## src/common/conv_acc_macros.svh

```systemverilog
`ifndef CONV_ACC_MACROS_SVH
`define CONV_ACC_MACROS_SVH

// Datapath and bus widths
`define CA_DATA_W 32
`define CA_WB_ADR_W 20

// Weight SRAM geometry
`define CA_WEIGHT_DEPTH 1024
`define CA_WEIGHT_AW 10

// Byte address bit that selects the weight region over the registers
`define CA_REGION_BIT 16

// Register byte offsets decoded from adr[7:0]
`define CA_REG_CTRL 8'h00
`define CA_REG_LEN 8'h04
`define CA_REG_ACT 8'h08
`define CA_REG_STATUS 8'h0C
`define CA_REG_RESULT 8'h10

`endif

```

## src/common/conv_acc_pkg.sv

```systemverilog
`include "conv_acc_macros.svh"

package conv_acc_pkg;

  typedef struct packed {
    logic                    cyc;
    logic                    stb;
    logic                    we;
    logic [`CA_WB_ADR_W-1:0] adr;
    logic [`CA_DATA_W-1:0]   dat;
  } wb_req_t;

  typedef struct packed {
    logic [`CA_DATA_W-1:0] dat;
    logic                  ack;
  } wb_rsp_t;

  // Host weight access already reduced to a word address
  typedef struct packed {
    logic                     valid;
    logic                     we;
    logic [`CA_WEIGHT_AW-1:0] addr;
    logic [`CA_DATA_W-1:0]    wdata;
  } buf_req_t;

  typedef struct packed {
    logic                  ack;
    logic [`CA_DATA_W-1:0] rdata;
  } buf_rsp_t;

  typedef struct packed {
    logic                     cs;
    logic                     we;
    logic [`CA_WEIGHT_AW-1:0] addr;
    logic [`CA_DATA_W-1:0]    wdata;
  } sram_req_t;

  // Raw word for host and SRAM, four int8 lanes for the engine (lane 0 = low byte)
  typedef union packed {
    logic [`CA_DATA_W-1:0] raw;
    logic [3:0][7:0]       lane;
  } weight_word_u;

endpackage

```

## src/source/wb_host_port.sv

```systemverilog
`timescale 1ns/1ps
`include "conv_acc_macros.svh"

module wb_host_port (
  input  logic                       clk,
  input  logic                       rst,
  input  conv_acc_pkg::wb_req_t      wb_req_i,
  output conv_acc_pkg::wb_rsp_t      wb_rsp_o,
  output conv_acc_pkg::buf_req_t     buf_req_o,
  input  conv_acc_pkg::buf_rsp_t     buf_rsp_i,
  output logic                       start_o,
  output logic [`CA_WEIGHT_AW:0]     len_o,
  output conv_acc_pkg::weight_word_u act_o,
  input  logic                       busy_i,
  input  logic                       done_i,
  input  logic [`CA_DATA_W-1:0]      result_i
);

  logic                      ack_q;
  logic [`CA_DATA_W-1:0]     dat_q;
  logic                      start_q;
  logic                      done_q;
  logic [`CA_WEIGHT_AW:0]    len_q;
  conv_acc_pkg::weight_word_u act_q;
  logic                      stb_hit;
  logic                      weight_sel;
  logic [`CA_DATA_W-1:0]     reg_rdata;

  // Active cycle not yet acked
  assign stb_hit    = wb_req_i.cyc && wb_req_i.stb && !ack_q;
  assign weight_sel = wb_req_i.adr[`CA_REGION_BIT];

  always_comb begin
    buf_req_o.valid = stb_hit && weight_sel;
    buf_req_o.we    = wb_req_i.we;
    buf_req_o.addr  = wb_req_i.adr[`CA_WEIGHT_AW+1:2];
    buf_req_o.wdata = wb_req_i.dat;
  end

  always_comb begin
    case (wb_req_i.adr[7:0])
      `CA_REG_LEN:    reg_rdata = {{(`CA_DATA_W-`CA_WEIGHT_AW-1){1'b0}}, len_q};
      `CA_REG_ACT:    reg_rdata = act_q.raw;
      `CA_REG_STATUS: reg_rdata = {{(`CA_DATA_W-2){1'b0}}, done_q, busy_i};
      `CA_REG_RESULT: reg_rdata = result_i;
      default:        reg_rdata = '0;
    endcase
  end

  always_ff @(posedge clk or posedge rst) begin
    if (rst) begin
      ack_q     <= 1'b0;
      start_q   <= 1'b0;
      done_q    <= 1'b0;
      len_q     <= '0;
      act_q.raw <= '0;
    end else begin
      ack_q   <= 1'b0;
      start_q <= 1'b0;
      if (done_i) begin
        done_q <= 1'b1;
      end
      if (stb_hit) begin
        ack_q <= weight_sel ? buf_rsp_i.ack : 1'b1;
      end
      if (stb_hit && !weight_sel && wb_req_i.we) begin
        case (wb_req_i.adr[7:0])
          `CA_REG_CTRL: begin
            if (wb_req_i.dat[0] && !busy_i) begin
              start_q <= 1'b1;
              done_q  <= 1'b0;
            end
          end
          `CA_REG_LEN: len_q     <= wb_req_i.dat[`CA_WEIGHT_AW:0];
          `CA_REG_ACT: act_q.raw <= wb_req_i.dat;
          default: ;
        endcase
      end
    end
  end

  // Last update before ack carries the final data
  always_ff @(posedge clk) begin
    if (stb_hit) begin
      dat_q <= weight_sel ? buf_rsp_i.rdata : reg_rdata;
    end
  end

  always_comb begin
    wb_rsp_o.dat = dat_q;
    wb_rsp_o.ack = ack_q;
  end

  assign start_o = start_q;
  assign len_o   = len_q;
  assign act_o   = act_q;

endmodule

```

## config.mk

```make
export PLATFORM = sky130hd
export DESIGN_NAME = wb_host_port
export DESIGN_NICKNAME = d
export VERILOG_FILES = /design/src/common/conv_acc_pkg.sv /design/src/source/wb_host_port.sv
export VERILOG_INCLUDE_DIRS = /design/src /design/src/common
export SDC_FILE = /design/constraint.sdc
export NUM_CORES = 1
export LEC_CHECK = 0
export BUFFER_PORTS_ARGS = -buffer_cell sky130_fd_sc_hd__buf_2
export CAP_MARGIN = 5
export CORE_ASPECT_RATIO = 0.75
export CORE_MARGIN = 8
export CORE_UTILIZATION = 40
export CTS_CLUSTER_DIAMETER = 200
export DETAILED_ROUTE_END_ITERATION = 12
export GPL_ROUTABILITY_DRIVEN = 0
export GPL_TIMING_DRIVEN = 0
export PLACE_DENSITY_LB_ADDON = 0.12
export SETUP_SLACK_MARGIN = 0.2
export SLEW_MARGIN = 10
export SYNTH_ARGS = -nofsm -noshare
export SYNTH_HDL_FRONTEND = slang
export SYNTH_SLANG_ARGS = --single-unit
```

## constraint.sdc

```tcl
create_clock -name clk -period 7 [get_ports clk]
set_input_delay 1.75 -clock clk [delete_from_list [all_inputs] [get_ports clk]]
set_output_delay 1.75 -clock clk [all_outputs]
set_load 0.005 [all_outputs]
```

## Word-level counts from Yosys, hierarchy flattened

Index checks and enable logic that the tools add are counted.

- Divide/modulo/power cells: 0
- Multiply operators: 0
- Bitwise operators: 0
- Mux-type cells: 11
- Shift operators: 0
- Equal/unequal tests: 4
- $add $sub $neg: 0
- Reductions and logical operators: 12
- $lt $le $gt $ge: 0

Operators with widths:

| cell | count |
|---|---|
| one-hot mux 32 bit (4 select lines) | 1 |
| two-way mux 32 bit | 1 |
| == test 8 x 4 -> 1 bit, second input constant | 2 |
| two-way mux 1 bit | 9 |
| == test 8 x 3 -> 1 bit, second input constant | 1 |
| == test 8 x 5 -> 1 bit, second input constant | 1 |
| zero test 8 bit | 1 |
| logical AND 1 bit | 6 |
| AND reduction 2 bit | 2 |
| zero test 1 bit | 3 |

- Bits in registers: 78
- Input port bits: 124
- Memories: 0
- ROM bits: 0
- Latch bits: 0
- RAM bits: 0

## Depth between registers and ports, before layout

Gate-level depths: netlist of run 1.

- Depth after elaboration: 5
- Depth in mapped cells: 8
- Gate-level depth less buffers: 4

## Worst setup path after synthesis of run 1

Ideal clock, no wire load.

- Kind: input to output
- Start point: input wb_req_i[53] (netlist bit)
- End point: output buf_req_o[43] (netlist bit)
- Arrival time: 2886 ps
- Cell stages on the path: 2
- Required time: 5250 ps
- Setup slack: 2364 ps
- Buffers on the path: 0
- Cell sequence: and3b_1 and2_1

RTL lines:

| what | RTL line | source |
|---|---|---|
| start, declared | wb_host_port.sv:7 | `input conv_acc_pkg::wb_req_t wb_req_i,` |
| end, declared | wb_host_port.sv:9 | `output conv_acc_pkg::buf_req_t buf_req_o,` |

==> flow_summary.html, run 1 <==
<table>
<tr><th>Metric</th><th>Value</th></tr>
<tr><th colspan="2">Worst setup path</th></tr>
<tr><td>Endpoint class of the critical path</td><td>output port</td></tr>
<tr><td>Type of the setup path with the least slack</td><td>in -&gt; out</td></tr>
<tr><td>Largest driver fanout on the critical path</td><td>16</td></tr>
<tr><td>Worst path arrival time</td><td>2.62 ns</td></tr>
<tr><td>Reg-to-reg setup timing slack</td><td>4.54 ns</td></tr>
<tr><td>Logic depth of the worst register-to-register path</td><td>6</td></tr>
<tr><td>Startpoint types</td><td>input port</td></tr>
<tr><td>Required time reported for the critical path endpoint</td><td>5.25 ns</td></tr>
<tr><th colspan="2">Synth</th></tr>
<tr><td>Multiplexer fraction of the synthesized cell area</td><td>0.153</td></tr>
<tr><td>Dominant register cell in the synthesized netlist</td><td>sky130_fd_sc_hd__dfrtp_1</td></tr>
<tr><td>Fraction of the mapped netlist area in simple logic gates</td><td>0.0675</td></tr>
<tr><td>Adder-Cell Fraction of Synth Area</td><td>0</td></tr>
<tr><td>Net Count, Synth</td><td>446</td></tr>
<tr><td>Share of the synthesized area in compound gates (AO/OA/AOI/OAI)</td><td>0.130</td></tr>
<tr><td>Sequential share of the synthesized area</td><td>0.525</td></tr>
<tr><td>Post-synthesis share of cell area spent on xor and xnor gates</td><td>0</td></tr>
<tr><td>Number of warnings printed during yosys synthesis</td><td>0</td></tr>
<tr><td>Number of flip-flops and latches in the synthesized netlist</td><td>78</td></tr>
<tr><td>Number of synthesized flops with an enable pin</td><td>32</td></tr>
<tr><td>Mapped cell area</td><td>4030 µm²</td></tr>
<tr><td>Gate count of the mapped netlist</td><td>322</td></tr>
<tr><td>Synth Area per Inst</td><td>12.5 µm²</td></tr>
<tr><td>Main combinational cell family by area after synthesis</td><td>multiplexers</td></tr>
<tr><td>Share of flip-flops with an asynchronous set or reset</td><td>0.590</td></tr>
<tr><td>Number of distinct standard cells referenced by the synthesized netlist</td><td>33</td></tr>
<tr><th colspan="2">Finish</th></tr>
<tr><td>Fillcell total</td><td>864</td></tr>
<tr><td>Area taken by flip-flops and latches</td><td>2110 µm²</td></tr>
<tr><td>Number of nets in the final layout</td><td>689</td></tr>
<tr><td>Final standard cell utilization of the core</td><td>0.586</td></tr>
<tr><td>Area of the multi-input gates</td><td>1410 µm²</td></tr>
<tr><td>Area added between synthesis and finish</td><td>41.7%</td></tr>
<tr><td>Antenna diodes</td><td>0</td></tr>
<tr><td>Final non-filler cell area</td><td>5710 µm²</td></tr>
<tr><td>Ratio of cells with drive above 1 in the final layout</td><td>0.611</td></tr>
<tr><th colspan="2">STA</th></tr>
<tr><td>Max-slew headroom</td><td>0.290</td></tr>
<tr><td>Max-slew violation count</td><td>0</td></tr>
<tr><td>Worst-Margin Slew</td><td>1.06 ns</td></tr>
<tr><td>Share of the clock period used by the worst path after layout</td><td>0.625</td></tr>
<tr><td>Number of failing setup endpoints in the final timing report</td><td>0</td></tr>
<tr><td>Total Negative Setup Slacks</td><td>0 ns</td></tr>
<tr><td>Skew final</td><td>0.00608 ns</td></tr>
<tr><td>Unrepaired setup endpoints after global routing</td><td>no</td></tr>
<tr><td>Timing-limited maximum frequency</td><td>229 MHz</td></tr>
<tr><td>Clock period minus worst slack</td><td>4.37 ns</td></tr>
<tr><td>Final Hold Viols</td><td>0</td></tr>
<tr><th colspan="2">Clocking</th></tr>
<tr><td>Buffer count from post-CTS setup fixing</td><td>0</td></tr>
<tr><td>H-tree Lvls</td><td>3</td></tr>
<tr><td>Latest clock arrival within the worst-skew pair</td><td>0.33 ns</td></tr>
<tr><td>Cts bufs inserted</td><td>9</td></tr>
<tr><td>Longest Clk Path Bufs</td><td>2</td></tr>
<tr><td>Cells resized by post-CTS repair</td><td>0</td></tr>
<tr><td>Number of hold-repair buffers added at the cts stage</td><td>0</td></tr>
<tr><td>CTS tree</td><td>yes</td></tr>
<tr><td>Clk root buf</td><td>sky130_fd_sc_hd__clkbuf_16</td></tr>
<tr><td>Clock transition at the registers of the reported paths</td><td>0.06 ns</td></tr>
<tr><td>Clock Sinks</td><td>78</td></tr>
<tr><th colspan="2">Floorplanning</th></tr>
<tr><td>Number of I/O pins</td><td>245</td></tr>
<tr><td>Die width</td><td>132 µm</td></tr>
<tr><td>Total Die Area</td><td>13600 µm²</td></tr>
<tr><td>Die height</td><td>103 µm</td></tr>
<tr><td>Effective utilization at floorplan</td><td>0.413</td></tr>
<tr><td>Core area</td><td>9740 µm²</td></tr>
<tr><td>Num rows</td><td>31</td></tr>
<tr><th colspan="2">Job</th></tr>
<tr><td>Max-capacitance violation count</td><td>0</td></tr>
<tr><th colspan="2">Global route</th></tr>
<tr><td>First-pass GRT wire length</td><td>20500 µm</td></tr>
<tr><td>Remaining Overflow, GRT</td><td>0</td></tr>
<tr><td>Via count of the first global-routing pass</td><td>3833</td></tr>
<tr><td>Initial antenna violation count</td><td>0</td></tr>
<tr><td>Global Route Usage Sum</td><td>0.193</td></tr>
<tr><td>Maximum number of pins on one net before global-route repair</td><td>32</td></tr>
<tr><th colspan="2">Detailed routing</th></tr>
<tr><td>Aggregate routed wire length</td><td>13100 µm</td></tr>
<tr><td>Count of vias placed by the detailed router</td><td>3470</td></tr>
<tr><td>TritonRoute pass-1 iters</td><td>4</td></tr>
<tr><td>Average wire per standard cell</td><td>18.7 µm</td></tr>
<tr><td>Number of remaining DRC errors</td><td>0</td></tr>
<tr><td>Number of design-rule violations left by the first detailed-router iteration</td><td>93</td></tr>
<tr><td>Antenna-violating nets left</td><td>0</td></tr>
<tr><td>Vias per cell</td><td>4.94</td></tr>
<tr><th colspan="2">Worst hold path</th></tr>
<tr><td>Number of cells on the worst hold path</td><td>2</td></tr>
<tr><td>HP Class</td><td>reg -&gt; reg</td></tr>
<tr><th colspan="2">Placement</th></tr>
<tr><td>Input/output buffers</td><td>230</td></tr>
<tr><td>Detailed placer's ending HPWL</td><td>10400 µm</td></tr>
<tr><td>Total placed instance area</td><td>5390 µm²</td></tr>
<tr><th colspan="2">Power</th></tr>
<tr><td>Leakage power total</td><td>2.95 nW</td></tr>
<tr><td>Worst IR Drop VDD</td><td>0.143 mV</td></tr>
<tr><td>Total design power</td><td>1.12 mW</td></tr>
<tr><td>Power density cells</td><td>196 nW/µm²</td></tr>
<tr><th colspan="2">Outcome</th></tr>
<tr><td>Status</td><td>finished, final reports clean</td></tr>
</table>
## final cells by class
type	instances	area share
sequential	78	0.370
multi-input combinational	176	0.248
timing repair buffer	232	0.210
buffer	66	0.0866
clock buffer	11	0.0425
tap	132	0.0289
clock inverter	5	0.0127
inverter	2	0.00132
## stage by stage
stage               instances  hold WS (ns)  setup WS, ns
floorplan                 322         0.477          2.36
global placement          684         0.499          1.69
detailed placement        686         0.522          2.43
CTS                       702         0.538          2.60
global route              702         0.557          2.57
finish                    702         0.531          2.63
## cells by family after synthesis
family / count (synthesis)
compound gates: 78
buf+inv: 68
flops: 78
mux: 45
simple gates: 53
## flip-flops by register name (all words and copies together), names as in the netlist
name	cells
act_o	32
ack_q	1
dat_q	32
len_o	11
done_q	1
start_o	1
## cells in the final DEF, fill, tap and decap left out, types with 3 or more instances in the layout
cell type and count:
sky130_fd_sc_hd__clkbuf_16 9, sky130_fd_sc_hd__nand2b_1 4, sky130_fd_sc_hd__edfxtp_1 32, sky130_fd_sc_hd__mux2_2 13, sky130_fd_sc_hd__buf_12 4, sky130_fd_sc_hd__nor2b_1 3
sky130_fd_sc_hd__buf_6 3, sky130_fd_sc_hd__buf_4 46, sky130_fd_sc_hd__dfrtp_1 46, sky130_fd_sc_hd__clkbuf_1 13, sky130_fd_sc_hd__a2bb2oi_1 9, sky130_fd_sc_hd__a22oi_1 32
sky130_fd_sc_hd__nand2_1 32, sky130_fd_sc_hd__mux2_4 30, sky130_fd_sc_hd__o21ai_0 32, sky130_fd_sc_hd__buf_2 232
## critical path: stages
cell                      delay [ns]
sky130_fd_sc_hd__buf_2          0.08
sky130_fd_sc_hd__and3b_2        0.49
sky130_fd_sc_hd__and2_1         0.19
sky130_fd_sc_hd__buf_2          0.11
## power by group
part | leakage, nW | switching, mW | internal (mW) | total [mW]
Sequential | 0.937 | 0.00372 | 0.490 | 0.494
Clock | 0.155 | 0.179 | 0.319 | 0.498
Combinational | 1.86 | 0.0568 | 0.0676 | 0.124
## cell usage after synthesis, types with 4 or more instances
cell                        count  area, µm²
sky130_fd_sc_hd__buf_4         46        345
sky130_fd_sc_hd__dfrtp_1       46       1150
sky130_fd_sc_hd__a22oi_1       32        240
sky130_fd_sc_hd__edfxtp_1      32        961
sky130_fd_sc_hd__nand2_1       32        120
sky130_fd_sc_hd__o21ai_0       32        160
sky130_fd_sc_hd__mux2_4        30        450
sky130_fd_sc_hd__mux2_2        13        146
sky130_fd_sc_hd__clkbuf_1      12       45.0
sky130_fd_sc_hd__a2bb2oi_1      9       78.8
sky130_fd_sc_hd__nand2b_1       4       25.0
## per-layer routing
metal,vias to the layer above,share of wire,GRT usage
met3,10,0.088,0.0745
met4,0,0.0089,0.0554
met5,-,0,0
li1,1615,-,-
met2,166,0.48,0.324
met1,1679,0.42,0.227
## worst paths after layout
| kind | endpoint | from |
|---|---|---|
| worst max-delay path | buf_req_o[43] | wb_req_i[53] |
| worst min-delay path | done_q | done_q |
| worst max register to register | act_o[30] | ack_q |
| worst min register to register | done_q | done_q |
| max in group asynchronous | len_o[1] | rst |
| min in group asynchronous | len_o[2] | rst |
(Power assumes the default switching activity.)
==> run 2, diff against run 1 <==
--- a/config.mk
+++ b/config.mk
@@ -6,6 +6,7 @@
 export SDC_FILE = /design/constraint.sdc
 export NUM_CORES = 1
 export LEC_CHECK = 0
+export ABC_AREA = 1
 export BUFFER_PORTS_ARGS = -buffer_cell sky130_fd_sc_hd__buf_2
 export CAP_MARGIN = 5
 export CORE_ASPECT_RATIO = 0.75
==> constraint.sdc (replaced) <==
create_clock -name clk -period 4.1 [get_ports clk]
set_input_delay 1.025 -clock clk [delete_from_list [all_inputs] [get_ports clk]]
set_output_delay 1.025 -clock clk [all_outputs]
set_load 0.005 [all_outputs]
==> run 2 against run 1 <==
First-iteration DRC count grew to 2.9 times the previous value; sequential share of layout area is 1.5 points lower; power is 66% higher; critical path type unchanged; largest cell class unchanged.
==> flow_summary.html, run 2 <==
<table>
<tr><th>Metric</th><th>Value</th></tr>
<tr><th colspan="2">Detailed routing</th></tr>
<tr><td>Vias per cell</td><td>4.66 (was 4.94)</td></tr>
<tr><td>Number of design-rule violations left by the first detailed-router iteration</td><td>273 (was 93)</td></tr>
<tr><td>Aggregate routed wire length</td><td>14500 µm (was 13100 µm)</td></tr>
<tr><td>TritonRoute pass-1 iters</td><td>5 (was 4)</td></tr>
<tr><td>Count of vias placed by the detailed router</td><td>4200 (was 3470)</td></tr>
<tr><td>Antenna-violating nets left</td><td>0 (unchanged)</td></tr>
<tr><td>Average wire per standard cell</td><td>16.1 µm (was 18.7 µm)</td></tr>
<tr><td>Number of remaining DRC errors</td><td>0 (unchanged)</td></tr>
<tr><th colspan="2">Global route</th></tr>
<tr><td>Maximum number of pins on one net before global-route repair</td><td>30 (was 32)</td></tr>
<tr><td>Initial antenna violation count</td><td>0 (unchanged)</td></tr>
<tr><td>Remaining Overflow, GRT</td><td>0 (unchanged)</td></tr>
<tr><td>Via count of the first global-routing pass</td><td>4350 (was 3833)</td></tr>
<tr><td>First-pass GRT wire length</td><td>22600 µm (was 20500 µm)</td></tr>
<tr><td>Global Route Usage Sum</td><td>0.201 (was 0.193)</td></tr>
<tr><th colspan="2">Clocking</th></tr>
<tr><td>Cts bufs inserted</td><td>9 (unchanged)</td></tr>
<tr><td>Clock Sinks</td><td>78 (unchanged)</td></tr>
<tr><td>H-tree Lvls</td><td>3 (unchanged)</td></tr>
<tr><td>Longest Clk Path Bufs</td><td>2 (unchanged)</td></tr>
<tr><td>Clock transition at the registers of the reported paths</td><td>0.06 ns (about the same)</td></tr>
<tr><td>Clk root buf</td><td>sky130_fd_sc_hd__clkbuf_16 (unchanged)</td></tr>
<tr><td>Latest clock arrival within the worst-skew pair</td><td>0.33 ns (about the same)</td></tr>
<tr><td>Cells resized by post-CTS repair</td><td>0 (unchanged)</td></tr>
<tr><td>CTS tree</td><td>yes (unchanged)</td></tr>
<tr><td>Buffer count from post-CTS setup fixing</td><td>0 (unchanged)</td></tr>
<tr><td>Number of hold-repair buffers added at the cts stage</td><td>0 (unchanged)</td></tr>
<tr><th colspan="2">STA</th></tr>
<tr><td>Total Negative Setup Slacks</td><td>0 ns (unchanged)</td></tr>
<tr><td>Share of the clock period used by the worst path after layout</td><td>0.773</td></tr>
<tr><td>Final Hold Viols</td><td>0 (unchanged)</td></tr>
<tr><td>Clock period minus worst slack</td><td>3.17 ns</td></tr>
<tr><td>Max-slew headroom</td><td>0.710 (was 0.290)</td></tr>
<tr><td>Skew final</td><td>0.00921 ns (was 0.00608 ns)</td></tr>
<tr><td>Number of failing setup endpoints in the final timing report</td><td>0 (unchanged)</td></tr>
<tr><td>Worst-Margin Slew</td><td>0.435 ns (was 1.06 ns)</td></tr>
<tr><td>Max-slew violation count</td><td>0 (unchanged)</td></tr>
<tr><td>Timing-limited maximum frequency</td><td>315 MHz</td></tr>
<tr><td>Unrepaired setup endpoints after global routing</td><td>no (unchanged)</td></tr>
<tr><th colspan="2">Finish</th></tr>
<tr><td>Number of nets in the final layout</td><td>885 (was 689)</td></tr>
<tr><td>Antenna diodes</td><td>0 (unchanged)</td></tr>
<tr><td>Fillcell total</td><td>999 (was 864)</td></tr>
<tr><td>Commonest cells after routing, fill and taps aside</td><td>sky130_fd_sc_hd__nand2_1 (242), sky130_fd_sc_hd__buf_2 (239), sky130_fd_sc_hd__nand3_1 (56) (was sky130_fd_sc_hd__buf_2 (232), sky130_fd_sc_hd__buf_4 (46), sky130_fd_sc_hd__dfrtp_1 (46))</td></tr>
<tr><td>Area added between synthesis and finish</td><td>39.8% (was 41.7%)</td></tr>
<tr><td>Most common cell after layout, fill and taps aside</td><td>sky130_fd_sc_hd__nand2_1 (was sky130_fd_sc_hd__buf_2)</td></tr>
<tr><td>Ratio of cells with drive above 1 in the final layout</td><td>0.450 (was 0.611)</td></tr>
<tr><th colspan="2">Synth</th></tr>
<tr><td>Net Count, Synth</td><td>640 (was 446)</td></tr>
<tr><td>Leading cell types by count after synthesis</td><td>sky130_fd_sc_hd__nand2_1 (242), sky130_fd_sc_hd__nand3_1 (56), sky130_fd_sc_hd__buf_4 (48) (was sky130_fd_sc_hd__buf_4 (46), sky130_fd_sc_hd__dfrtp_1 (46))</td></tr>
<tr><td>Number of synthesized flops with an enable pin</td><td>32 (unchanged)</td></tr>
<tr><td>Sequential share of the synthesized area</td><td>0.497 (was 0.525)</td></tr>
<tr><td>Post-synth top area cell</td><td>sky130_fd_sc_hd__dfrtp_1 (unchanged)</td></tr>
<tr><td>Mapped cell area</td><td>4250 µm² (was 4030 µm²)</td></tr>
<tr><td>Dominant cells by area after synthesis</td><td>sky130_fd_sc_hd__dfrtp_1 (27%), sky130_fd_sc_hd__edfxtp_1 (23%), sky130_fd_sc_hd__nand2_1 (21%) (was sky130_fd_sc_hd__dfrtp_1 (29%), sky130_fd_sc_hd__edfxtp_1 (24%), sky130_fd_sc_hd__mux2_4 (11%))</td></tr>
<tr><td>Most common cell in the netlist</td><td>sky130_fd_sc_hd__nand2_1</td></tr>
<tr><td>Share of flip-flops with an asynchronous set or reset</td><td>0.590 (unchanged)</td></tr>
<tr><td>Synth Area per Inst</td><td>8.23 µm² (was 12.5 µm²)</td></tr>
<tr><td>Synth top area share</td><td>0.271 (was 0.286)</td></tr>
<tr><td>Number of distinct standard cells referenced by the synthesized netlist</td><td>25 (was 33)</td></tr>
<tr><td>Number of flip-flops and latches in the synthesized netlist</td><td>78 (unchanged)</td></tr>
<tr><td>Gate count of the mapped netlist</td><td>516 (was 322)</td></tr>
<tr><td>Number of warnings printed during yosys synthesis</td><td>0 (unchanged)</td></tr>
<tr><td>Dominant register cell in the synthesized netlist</td><td>sky130_fd_sc_hd__dfrtp_1 (unchanged)</td></tr>
<tr><th colspan="2">Floorplanning</th></tr>
<tr><td>Die height</td><td>105 µm (was 103 µm)</td></tr>
<tr><td>Core area</td><td>10300 µm² (was 9740 µm²)</td></tr>
<tr><td>Number of I/O pins</td><td>245 (unchanged)</td></tr>
<tr><td>Total Die Area</td><td>14200 µm² (was 13600 µm²)</td></tr>
<tr><td>Effective utilization at floorplan</td><td>0.411 (was 0.413)</td></tr>
<tr><td>Die width</td><td>135 µm (was 132 µm)</td></tr>
<tr><td>Num rows</td><td>32 (was 31)</td></tr>
<tr><th colspan="2">Worst setup path</th></tr>
<tr><td>Reg-to-reg setup timing slack</td><td>2.14 ns (was 4.54 ns)</td></tr>
<tr><td>Startpoint types</td><td>input port (unchanged)</td></tr>
<tr><td>Slowest cell on crit path</td><td>sky130_fd_sc_hd__nor2_4 (was sky130_fd_sc_hd__and3b_2)</td></tr>
<tr><td>Worst path arrival time</td><td>2.15 ns (was 2.62 ns)</td></tr>
<tr><td>Worst path cell trace</td><td>buf_2 -&gt; nand2_1 -&gt; nor2_4 -&gt; buf_16 -&gt; inv_1 -&gt; nor2_1 -&gt; buf_2 (was buf_2 -&gt; and3b_2 -&gt; and2_1 -&gt; buf_2)</td></tr>
<tr><td>Logic depth of the worst register-to-register path</td><td>8 (was 6)</td></tr>
<tr><td>Largest driver fanout on the critical path</td><td>25 (was 16)</td></tr>
<tr><td>Type of the setup path with the least slack</td><td>in -&gt; out (unchanged)</td></tr>
<tr><td>Endpoint class of the critical path</td><td>output port (unchanged)</td></tr>
<tr><td>FF-to-FF Start</td><td>ack_q (unchanged)</td></tr>
<tr><td>Stage delay of the slowest cell on the critical path</td><td>0.29 ns (was 0.49 ns)</td></tr>
<tr><td>Required time reported for the critical path endpoint</td><td>3.07 ns (was 5.25 ns)</td></tr>
<tr><td>Crit Reg-Reg Endpoint</td><td>len_o[2] (was act_o[30])</td></tr>
<tr><td>Cell repeated most along the worst path</td><td>sky130_fd_sc_hd__buf_2 (unchanged)</td></tr>
<tr><th colspan="2">Placement</th></tr>
<tr><td>Input/output buffers</td><td>232 (was 230)</td></tr>
<tr><td>Detailed placer's ending HPWL</td><td>12000 µm (was 10400 µm)</td></tr>
<tr><th colspan="2">Worst hold path</th></tr>
<tr><td>Hold path startpoint</td><td>act_o[16] (was done_q)</td></tr>
<tr><td>HP Class</td><td>reg -&gt; reg (unchanged)</td></tr>
<tr><td>Number of cells on the worst hold path</td><td>2 (unchanged)</td></tr>
<tr><td>Destination of the worst hold path</td><td>act_o[16] (was done_q)</td></tr>
<tr><th colspan="2">Outcome</th></tr>
<tr><td>Status</td><td>finished, final reports clean (unchanged)</td></tr>
<tr><th colspan="2">Job</th></tr>
<tr><td>Max-capacitance violation count</td><td>0 (unchanged)</td></tr>
<tr><th colspan="2">Power</th></tr>
<tr><td>Total design power</td><td>1.85 mW (was 1.12 mW)</td></tr>
<tr><td>Worst IR Drop VDD</td><td>0.200 mV (was 0.143 mV)</td></tr>
<tr><td>Power density cells</td><td>311 nW/µm² (was 196 nW/µm²)</td></tr>
<tr><td>Leakage power total</td><td>3.39 nW (was 2.95 nW)</td></tr>
</table>
[run 2: worst max-delay path, delay by kind of cell]
kind | cells | cell delay [ns]
buffers and inverters | 4 | 0.56
AND/OR/NAND/NOR | 3 | 0.55
[run 2: cell type report]
type	count	area [µm²]	area share
inverters	24	90.1	0.0152
well taps	136	170	0.0286
clock buffers	13	293	0.0493
clock inverters	2	12.5	0.00211
repair buffers	234	1210	0.203
flip-flops and latches	78	2110	0.356
plain buffers	69	524	0.0882
multi-input cells	345	1530	0.258
[run 2: worst max-delay path by stage]
stage                    endpoint         start
floorplan           buf_req_o[43]  wb_req_i[54]
global placement    buf_req_o[43]  wb_req_i[54]
detailed placement  buf_req_o[43]  wb_req_i[54]
CTS                 buf_req_o[43]  wb_req_i[54]
global route        buf_req_o[43]  wb_req_i[54]
finish              buf_req_o[43]  wb_req_i[54]
[run 2: through the flow]
step / std cells / hold WS, ns / area, µm² / setup slack [ns] / utilization
2_1_floorplan: 516 / 0.485 / 4250 / 0.719 / -
3_5_place_dp: 886 / 0.483 / 5640 / 0.906 / 0.546
3_3_place_gp: 884 / 0.477 / 5580 / 0.0150 / 0.540
6_report: 901 / 0.492 / 5940 / 0.929 / 0.575
4_1_cts: 901 / 0.497 / 5940 / 0.897 / 0.575
5_1_grt: 901 / 0.533 / 5940 / 0.818 / 0.575
[run 2: cells by family after synthesis]
family	after synthesis	synth area share
DFF	78	0.497
AOI/OAI and AO/OA	24	0.0389
buffers and inverters	93	0.145
and+or+nand+nor	321	0.319
[run 2: per-layer routing]
layer / global-route usage / wire [µm] / up-vias
li1: - / - / 2071
met1: 0.269 / 6490 / 1924
met2: 0.314 / 6540 / 189
met3: 0.0588 / 1320 / 16
met4: 0.0490 / 176 / 0
met5: 0 / 0 / -
[run 2: where the power goes]
part	internal [mW]	total, mW	switching, mW
clock	0.496	0.790	0.294
combinational	0.110	0.217	0.107
sequential	0.837	0.844	0.00727
total	1.44	1.85	0.408
